File: src/design/asym_pkg.sv
package asym_pkg;

   // port widths on the two sides of the converter
   localparam int W_DATA_W = 32;
   localparam int R_DATA_W = 8;

   // one ram lane per narrow item in a wide word
   localparam int LANES      = W_DATA_W / R_DATA_W;
   localparam int LANE_SEL_W = $clog2(LANES);

   // 16 words, addressed by word on the write side and by byte on the read side
   localparam int WORD_ADDR_W = 4;
   localparam int BYTE_ADDR_W = WORD_ADDR_W + LANE_SEL_W;

   // ping-pong halves
   localparam int HALF_WORDS = 8;
   localparam int HALF_BYTES = HALF_WORDS * LANES;

   typedef struct packed {
      logic                   en;
      logic [WORD_ADDR_W-1:0] addr;
      logic [W_DATA_W-1:0]    data;
   } wr_req_t;

   typedef struct packed {
      logic                   en;
      logic [BYTE_ADDR_W-1:0] addr;
   } rd_req_t;

   typedef struct packed {
      logic [LANES-1:0]       en;
      logic [WORD_ADDR_W-1:0] addr;
      logic [W_DATA_W-1:0]    data;
   } lane_wr_t;

   typedef struct packed {
      logic [LANES-1:0]       en;
      logic [WORD_ADDR_W-1:0] addr;
   } lane_rd_t;

endpackage

File: src/design/frame_writer.sv
module frame_writer
   import asym_pkg::*;
(
   input  logic                clk_i,
   input  logic                rst_n_i,
   input  logic                in_valid_i,
   input  logic [W_DATA_W-1:0] in_data_i,
   input  logic                half_release_i,
   input  logic                release_half_i,
   output wr_req_t             wr_o,
   output logic                half_ready_o,
   output logic                ready_half_o,
   output logic                overflow_o
);

   logic [WORD_ADDR_W-1:0] wr_ptr;
   logic [1:0]             busy;
   logic                   tgt_half;
   logic                   accept;
   logic                   half_full;
   logic                   half_ready_q;
   logic                   ready_half_q;
   logic                   overflow_q;

   // msb of the word pointer picks the half
   assign tgt_half  = wr_ptr[WORD_ADDR_W-1];
   assign accept    = in_valid_i && !busy[tgt_half];
   // last word slot of the current half
   assign half_full = &wr_ptr[$clog2(HALF_WORDS)-1:0];

   // word goes straight into the ram at this edge
   assign wr_o.en   = accept;
   assign wr_o.addr = wr_ptr;
   assign wr_o.data = in_data_i;

   always_ff @(posedge clk_i) begin
      if (!rst_n_i) begin
         wr_ptr       <= '0;
         busy         <= '0;
         half_ready_q <= 1'b0;
         overflow_q   <= 1'b0;
      end else begin
         half_ready_q <= 1'b0;
         if (half_release_i) begin
            busy[release_half_i] <= 1'b0;
         end
         if (accept) begin
            wr_ptr <= wr_ptr + 1'b1;
            if (half_full) begin
               half_ready_q   <= 1'b1;
               busy[tgt_half] <= 1'b1;
            end
         end
         // word aimed at a half still being drained
         if (in_valid_i && busy[tgt_half]) begin
            overflow_q <= 1'b1;
         end
      end
   end

   // id travels with the pulse
   always_ff @(posedge clk_i) begin
      if (accept && half_full) begin
         ready_half_q <= tgt_half;
      end
   end

   assign half_ready_o = half_ready_q;
   assign ready_half_o = ready_half_q;
   assign overflow_o   = overflow_q;

   // a half is only handed over if it was free while it filled
   a_ready_free : assert property (@(posedge clk_i) disable iff (!rst_n_i)
      half_ready_o |-> $past(!busy[tgt_half]));

endmodule

File: src/design/asym_width_converter.sv
module asym_width_converter
   import asym_pkg::*;
(
   input  logic                clk_i,
   input  logic                rst_n_i,
   input  wr_req_t             wr_i,
   input  rd_req_t             rd_i,
   output lane_wr_t            lane_wr_o,
   output lane_rd_t            lane_rd_o,
   input  logic [W_DATA_W-1:0] lane_rdata_i,
   output logic [R_DATA_W-1:0] rdata_o
);

   logic [LANE_SEL_W-1:0] lane_sel_q;
   logic [W_DATA_W-1:0]   shifted;

   // wide write hits all lanes at once
   assign lane_wr_o.en   = {LANES{wr_i.en}};
   assign lane_wr_o.addr = wr_i.addr;
   assign lane_wr_o.data = wr_i.data;

   // narrow read enables a single lane, low bits pick it
   assign lane_rd_o.en   = {{(LANES - 1) {1'b0}}, rd_i.en} << rd_i.addr[LANE_SEL_W-1:0];
   assign lane_rd_o.addr = rd_i.addr[BYTE_ADDR_W-1:LANE_SEL_W];

   // lane select lines up with the registered ram output
   always_ff @(posedge clk_i) begin
      if (!rst_n_i) begin
         lane_sel_q <= '0;
      end else begin
         lane_sel_q <= rd_i.addr[LANE_SEL_W-1:0];
      end
   end

   assign shifted = lane_rdata_i >> (lane_sel_q * R_DATA_W);
   assign rdata_o = shifted[R_DATA_W-1:0];

   // a read never hits the word being written in the same cycle
   a_lane_wr_en : assert property (@(posedge clk_i) disable iff (!rst_n_i)
      !(wr_i.en && rd_i.en && lane_rd_o.addr == wr_i.addr));

endmodule

File: src/design/lane_ram.sv
module lane_ram
   import asym_pkg::*;
(
   input  logic                clk_i,
   input  lane_wr_t            lane_wr_i,
   input  lane_rd_t            lane_rd_i,
   output logic [W_DATA_W-1:0] rdata_o
);

   genvar l;

   generate
      for (l = 0; l < LANES; l++) begin : g_lane
         logic [R_DATA_W-1:0] mem [2**WORD_ADDR_W];
         logic [R_DATA_W-1:0] rdata_q;

         // byte slice l of the wide word
         always_ff @(posedge clk_i) begin
            if (lane_wr_i.en[l]) begin
               mem[lane_wr_i.addr] <= lane_wr_i.data[l*R_DATA_W +: R_DATA_W];
            end
         end

         // output holds while this lane is not read
         always_ff @(posedge clk_i) begin
            if (lane_rd_i.en[l]) begin
               rdata_q <= mem[lane_rd_i.addr];
            end
         end

         assign rdata_o[l*R_DATA_W +: R_DATA_W] = rdata_q;
      end
   endgenerate

   // narrow side reads one lane at a time
   a_one_lane_rd : assert property (@(posedge clk_i)
      $onehot0(lane_rd_i.en));

endmodule

File: src/design/byte_reader.sv
module byte_reader
   import asym_pkg::*;
(
   input  logic                clk_i,
   input  logic                rst_n_i,
   input  logic                half_ready_i,
   input  logic                ready_half_i,
   input  logic [R_DATA_W-1:0] rdata_i,
   output rd_req_t             rd_o,
   output logic                half_release_o,
   output logic                release_half_o,
   output logic                out_valid_o,
   output logic [R_DATA_W-1:0] out_data_o
);

   logic [1:0]                    pending;
   logic                          cur_half;
   logic [$clog2(HALF_BYTES)-1:0] byte_cnt;
   logic                          rd_en;
   logic                          last_rd;
   logic                          rd_q;
   logic                          last_q;
   logic                          last_half_q;

   // halves come strictly in turn, so only the current one matters
   assign rd_en   = pending[cur_half];
   assign last_rd = rd_en && (&byte_cnt);

   assign rd_o.en   = rd_en;
   assign rd_o.addr = {cur_half, byte_cnt};

   always_ff @(posedge clk_i) begin
      if (!rst_n_i) begin
         pending  <= '0;
         cur_half <= 1'b0;
         byte_cnt <= '0;
      end else begin
         if (half_ready_i) begin
            pending[ready_half_i] <= 1'b1;
         end
         if (rd_en) begin
            byte_cnt <= byte_cnt + 1'b1;
         end
         // counter wraps to 0, next half may start right away
         if (last_rd) begin
            pending[cur_half] <= 1'b0;
            cur_half          <= ~cur_half;
         end
      end
   end

   // strobes delayed to meet the byte coming back
   always_ff @(posedge clk_i) begin
      if (!rst_n_i) begin
         rd_q   <= 1'b0;
         last_q <= 1'b0;
      end else begin
         rd_q   <= rd_en;
         last_q <= last_rd;
      end
   end

   always_ff @(posedge clk_i) begin
      if (last_rd) begin
         last_half_q <= cur_half;
      end
   end

   assign out_valid_o    = rd_q;
   assign out_data_o     = rdata_i;
   assign half_release_o = last_q;
   assign release_half_o = last_half_q;

   // once started, a half is read without gaps
   a_no_gap : assert property (@(posedge clk_i) disable iff (!rst_n_i)
      (byte_cnt != '0) |-> rd_o.en && $past(rd_o.en));

endmodule

File: src/design/asym_stream_top.sv
module asym_stream_top
   import asym_pkg::*;
(
   input  logic                clk_i,
   input  logic                rst_n_i,
   input  logic                in_valid_i,
   input  logic [W_DATA_W-1:0] in_data_i,
   output logic                out_valid_o,
   output logic [R_DATA_W-1:0] out_data_o,
   output logic                overflow_o
);

   wr_req_t             wr_req;
   rd_req_t             rd_req;
   lane_wr_t            lane_wr;
   lane_rd_t            lane_rd;
   logic [W_DATA_W-1:0] lane_rdata;
   logic [R_DATA_W-1:0] rd_byte;
   logic                half_ready;
   logic                ready_half;
   logic                half_release;
   logic                release_half;

   frame_writer u_writer (
      .clk_i         (clk_i),
      .rst_n_i       (rst_n_i),
      .in_valid_i    (in_valid_i),
      .in_data_i     (in_data_i),
      .half_release_i(half_release),
      .release_half_i(release_half),
      .wr_o          (wr_req),
      .half_ready_o  (half_ready),
      .ready_half_o  (ready_half),
      .overflow_o    (overflow_o)
   );

   asym_width_converter u_conv (
      .clk_i       (clk_i),
      .rst_n_i     (rst_n_i),
      .wr_i        (wr_req),
      .rd_i        (rd_req),
      .lane_wr_o   (lane_wr),
      .lane_rd_o   (lane_rd),
      .lane_rdata_i(lane_rdata),
      .rdata_o     (rd_byte)
   );

   lane_ram u_ram (
      .clk_i    (clk_i),
      .lane_wr_i(lane_wr),
      .lane_rd_i(lane_rd),
      .rdata_o  (lane_rdata)
   );

   byte_reader u_reader (
      .clk_i         (clk_i),
      .rst_n_i       (rst_n_i),
      .half_ready_i  (half_ready),
      .ready_half_i  (ready_half),
      .rdata_i       (rd_byte),
      .rd_o          (rd_req),
      .half_release_o(half_release),
      .release_half_o(release_half),
      .out_valid_o   (out_valid_o),
      .out_data_o    (out_data_o)
   );

endmodule

File: config.mk
export PLATFORM = sky130hd
export DESIGN_NAME = asym_stream_top
export DESIGN_NICKNAME = d
export VERILOG_FILES = /design/src/design/asym_pkg.sv /design/src/design/frame_writer.sv /design/src/design/asym_width_converter.sv /design/src/design/lane_ram.sv /design/src/design/byte_reader.sv /design/src/design/asym_stream_top.sv
export SDC_FILE = /design/constraint.sdc
export NUM_CORES = 1
export LEC_CHECK = 0
export BUFFER_PORTS_ARGS = -buffer_cell sky130_fd_sc_hd__buf_2
export CAP_MARGIN = 15
export CORE_MARGIN = 2
export CORE_UTILIZATION = 51
export CTS_BUF_LIST = sky130_fd_sc_hd__clkbuf_8 sky130_fd_sc_hd__clkbuf_16
export DETAILED_ROUTE_END_ITERATION = 6
export GPL_TIMING_DRIVEN = 0
export MAX_ROUTING_LAYER = met4
export PLACE_DENSITY = 0.7
export SLEW_MARGIN = 15
export SYNTH_ARGS = -nofsm -noshare
export SYNTH_HDL_FRONTEND = slang
export SYNTH_SLANG_ARGS = --single-unit
File: constraint.sdc
create_clock -name clk_i -period 4 [get_ports clk_i]
set_input_delay 0.8 -clock clk_i [delete_from_list [all_inputs] [get_ports clk_i]]
set_output_delay 0.8 -clock clk_i [all_outputs]
set_load 0.005 [all_outputs]
==> qor.csv <==
stage;metric;value;unit
global_routing;grt_pass1_wl;71.7;mm
setup_path;arrival;3.44;ns
floorplan;coreArea;0.0420;mm²
cts;cts_tree;done;
global_routing;grt.busiest_layer;met2;
job;drv_cap;0;
sta;max_freq;318;MHz
cts;cts_buffers;56;
cts;post_cts_resized;0;
sta;max_slew_margin;0.421;
power_and_ir_drop;ir_drop;0.000388;V
sta;skew;0.0137;ns
yosys;synth_edf_count;546;
status;status;complete, no violations;
min_path;hold_class;reg2reg;
yosys;ys_ff_latch;566;
route;vias_per_cell;6.04;
route;vias;10760;
setup_path;crit_path_top_delay_cell;nor3_2;
route;drt_pass1_iterations;5;
yosys;ys_warn_count;0;
setup_path;crit_path_frequent_cell;buf_4;
setup_path;rrSetupSlack;0.86;ns
floorplan;initial_utilization;0.518;
cts;htreeDepth;2;
sta;rsz0062_at_grt;no;
sta;report.final.slew_viol_count;0;
floorplan;die_area;0.0444;mm²
global_routing;antenna_found_initial;3;
route;postRouteAntennaNets;0;
power_and_ir_drop;powerDensity;476;mW/mm²
sta;final-setup-viol-count;0;
route;wl_per_cell;27.5;µm
place;place_area;0.0233;mm²
cts;post_cts_buffers;0;
floorplan;row_count;75;
cells_and_area;finalInstanceArea;0.0251;mm²
setup_path;crit_type;reg2reg;
setup_path;cp-end-kind;flip-flop;
cts;path_clk_slew;0.06;ns
sta;setup_slack;0.859;ns
cts;clkLatencyLatePin;0.60;ns
yosys;synthFlopType;edfxtp_1;
yosys;postSynth.asyncResetShare;0;
yosys;synth.avg_cell_area;20.4;µm²
setup_path;cp.required;4.30;ns
route;drcViolationCount;0;
global_routing;grt_pass1_vias;10866;
setup_path;crit_chain;buf_2, mux2i_1, and2_1, buf_4, nand2_1, nor3_2, buf_4, buf_4;
yosys;syn-num-nets;1108;
floorplan;dieWidth;211;µm
cts;hold_buffers;0;
cts;cts_max_path_buffers;3;
place;port_buffers;44;
sta;tightestPinTransition;0.866;ns
yosys;netlist_area;0.0218;mm²
cells_and_area;fin_nets;1240;
global_routing;grt.total_usage;0.234;
place;pre_cts_ws;0.904;ns
sta;period_minus_slack;3.14;ns
global_routing;overflow;0;
floorplan;die_y;211;µm
setup_path;r2r-end;u_ram.g_lane[2].mem[1][5]$_DFFE_PP_;
global_routing;grt_max_degree;21;
cells_and_area;area_delta_synth_final;15.0;%
route;drt_iter0_drc;1349;
cts;cts_num_sinks;566;
global_routing;grt_use_met2;0.368;
floorplan;ioPinCount;45;
yosys;synth_seq_area_share;0.771;
cts;root_buffer;clkbuf_16;
sta;hold_violations;0;
setup_path;reg2reg_from;u_writer.wr_ptr[3]$_SDFFE_PN0P_;
power_and_ir_drop;leakage;8.01;nW
yosys;netlist_instances;1066;
yosys;synth_cell_type_count;42;
cells_and_area;drive_gt1_frac;0.238;
global_routing;grtUsageMet1;0.319;
route;drt-total-wl;49.0;mm
place;dp_hpwl;32.0;mm
sta;fin_crit_sh;0.785;
setup_path;crit_start;u_writer.wr_ptr[3]$_SDFFE_PN0P_;
setup_path;cp_max_fo;10;
setup_path;worstSetupEndpoint;u_ram.g_lane[2].mem[1][5]$_DFFE_PP_;
min_path;hold_depth;0;
setup_path;r2r_cells;8;
setup_path;start_kind;flip-flop;
place;gp_congestion;0.799;
global_routing;use_met3;0.0477;
setup_path;crit_path_max_incr_delay;0.70;ns
==> stage by stage <==
step	hold slack, ns	TNS (ns)	util	total power (W)	std cells
2_1_floorplan	0.403	0	-	0.00680	1066
3_3_place_gp	0.413	-608.31	0.539	0.00694	1649
3_5_place_dp	0.413	0	0.553	0.00697	1679
4_1_cts	0.428	0	0.596	0.0120	1777
5_1_grt	0.439	0	0.596	0.0123	1780
6_report	0.426	0	0.596	0.0119	1780
==> critical path: cells and delay by family (launching register included) <==
kind                   cells  cell delay, ns
AND/OR/NAND/NOR            3            1.13
multiplexers               1            0.43
buffers and inverters      4            0.94
flip-flops                 1            0.32
==> synthesized netlist by cell type, types with 4 or more instances <==
master,number,area [µm²]
and2_1,11,68.8
dfxtp_1,20,400
nor2b_1,9,56.3
buf_4,9,67.6
nand3_1,34,170
a22oi_1,79,593
clkbuf_1,8,30.0
buf_8,5,75.1
edfxtp_1,546,16400
buf_6,8,90.1
xnor2_1,4,35.0
and3_1,6,37.5
mux2i_1,106,1060
buf_2,21,105
mux2_2,4,45.0
nor2_1,17,63.8
mux4_2,73,1640
mux4_1,10,263
ha_1,7,87.6
nor3_1,5,25.0
nand2_1,43,161
a21oi_1,7,35.0
==> logic make-up after synthesis <==
group,Yosys count,share of synthesized area
xor gates and xnor gates,4,0.00161
and+or+nand+nor,133,0.0294
muxes,193,0.138
DFF,566,0.771
buffers and inverters,62,0.0211
AOI/OAI and AO/OA,101,0.0345
adders and majority gates,7,0.00402
==> placed cells by master (no fill, tap or decap), types with 11 or more instances in the layout <==
cell and n:
a22oi_1 79, and2_1 11, buf_2 65, buf_4 23, clkbuf_16 57, dfxtp_1 20, edfxtp_1 546, inv_1 16
mux2i_1 106, mux4_2 73, nand2_1 43, nand3_1 34, nor2_4 12
==> cell type report <==
| type | count | area [µm²] |
|---|---|---|
| Clock inverter | 39 | 324 |
| Fill cell | 2953 | 17000 |
| Timing Repair Buffer | 74 | 696 |
| Sequential cell | 566 | 16800 |
| Clock buffer | 59 | 1450 |
| Antenna cell | 3 | 7.51 |
| Buffer | 59 | 449 |
| Tap cell | 539 | 674 |
| Inverter | 3 | 11.3 |
| Multi-Input combinational cell | 438 | 4640 |
==> worst min path at each step <==
stage                                                    to  slack, ns                            start
final                     u_reader.release_half_o$_DFFE_PP_       0.43   u_reader.cur_half$_SDFFE_PN0P_
after global routing        u_writer.ready_half_o$_DFFE_PP_       0.44  u_writer.wr_ptr[3]$_SDFFE_PN0P_
after CTS                 u_reader.release_half_o$_DFFE_PP_       0.43   u_reader.cur_half$_SDFFE_PN0P_
after detailed placement  u_reader.release_half_o$_DFFE_PP_       0.41   u_reader.cur_half$_SDFFE_PN0P_
after global placement    u_reader.release_half_o$_DFFE_PP_       0.41   u_reader.cur_half$_SDFFE_PN0P_
after floorplan             u_writer.ready_half_o$_DFFE_PP_       0.40  u_writer.wr_ptr[3]$_SDFFE_PN0P_
==> flip-flops by register name, indices dropped and copies added (netlist names), 2 cells and up <==
name,count
u_writer.wr_ptr,4
u_reader.byte_cnt,5
u_reader.pending,2
u_conv.lane_sel_q,2
u_ram.g_lane.mem,512
u_ram.g_lane.rdata_q,32
u_writer.busy,2
==> routing by layer <==
metal  part of all wire  up-vias
met5                  0        -
met3              0.074       64
met1               0.42     5626
met2               0.49      429
li1                   -     4641
met4              0.019        0
==> power breakdown <==
part | internal (W) | leakage (nW) | switching [W] | total (W)
clock network | 0.00298 | 0.924 | 0.00212 | 0.00510
registers | 0.00657 | 5.09 | 0.0000141 | 0.00658
logic | 0.0000782 | 1.99 | 0.000180 | 0.000259
(Power assumes the default switching activity.)
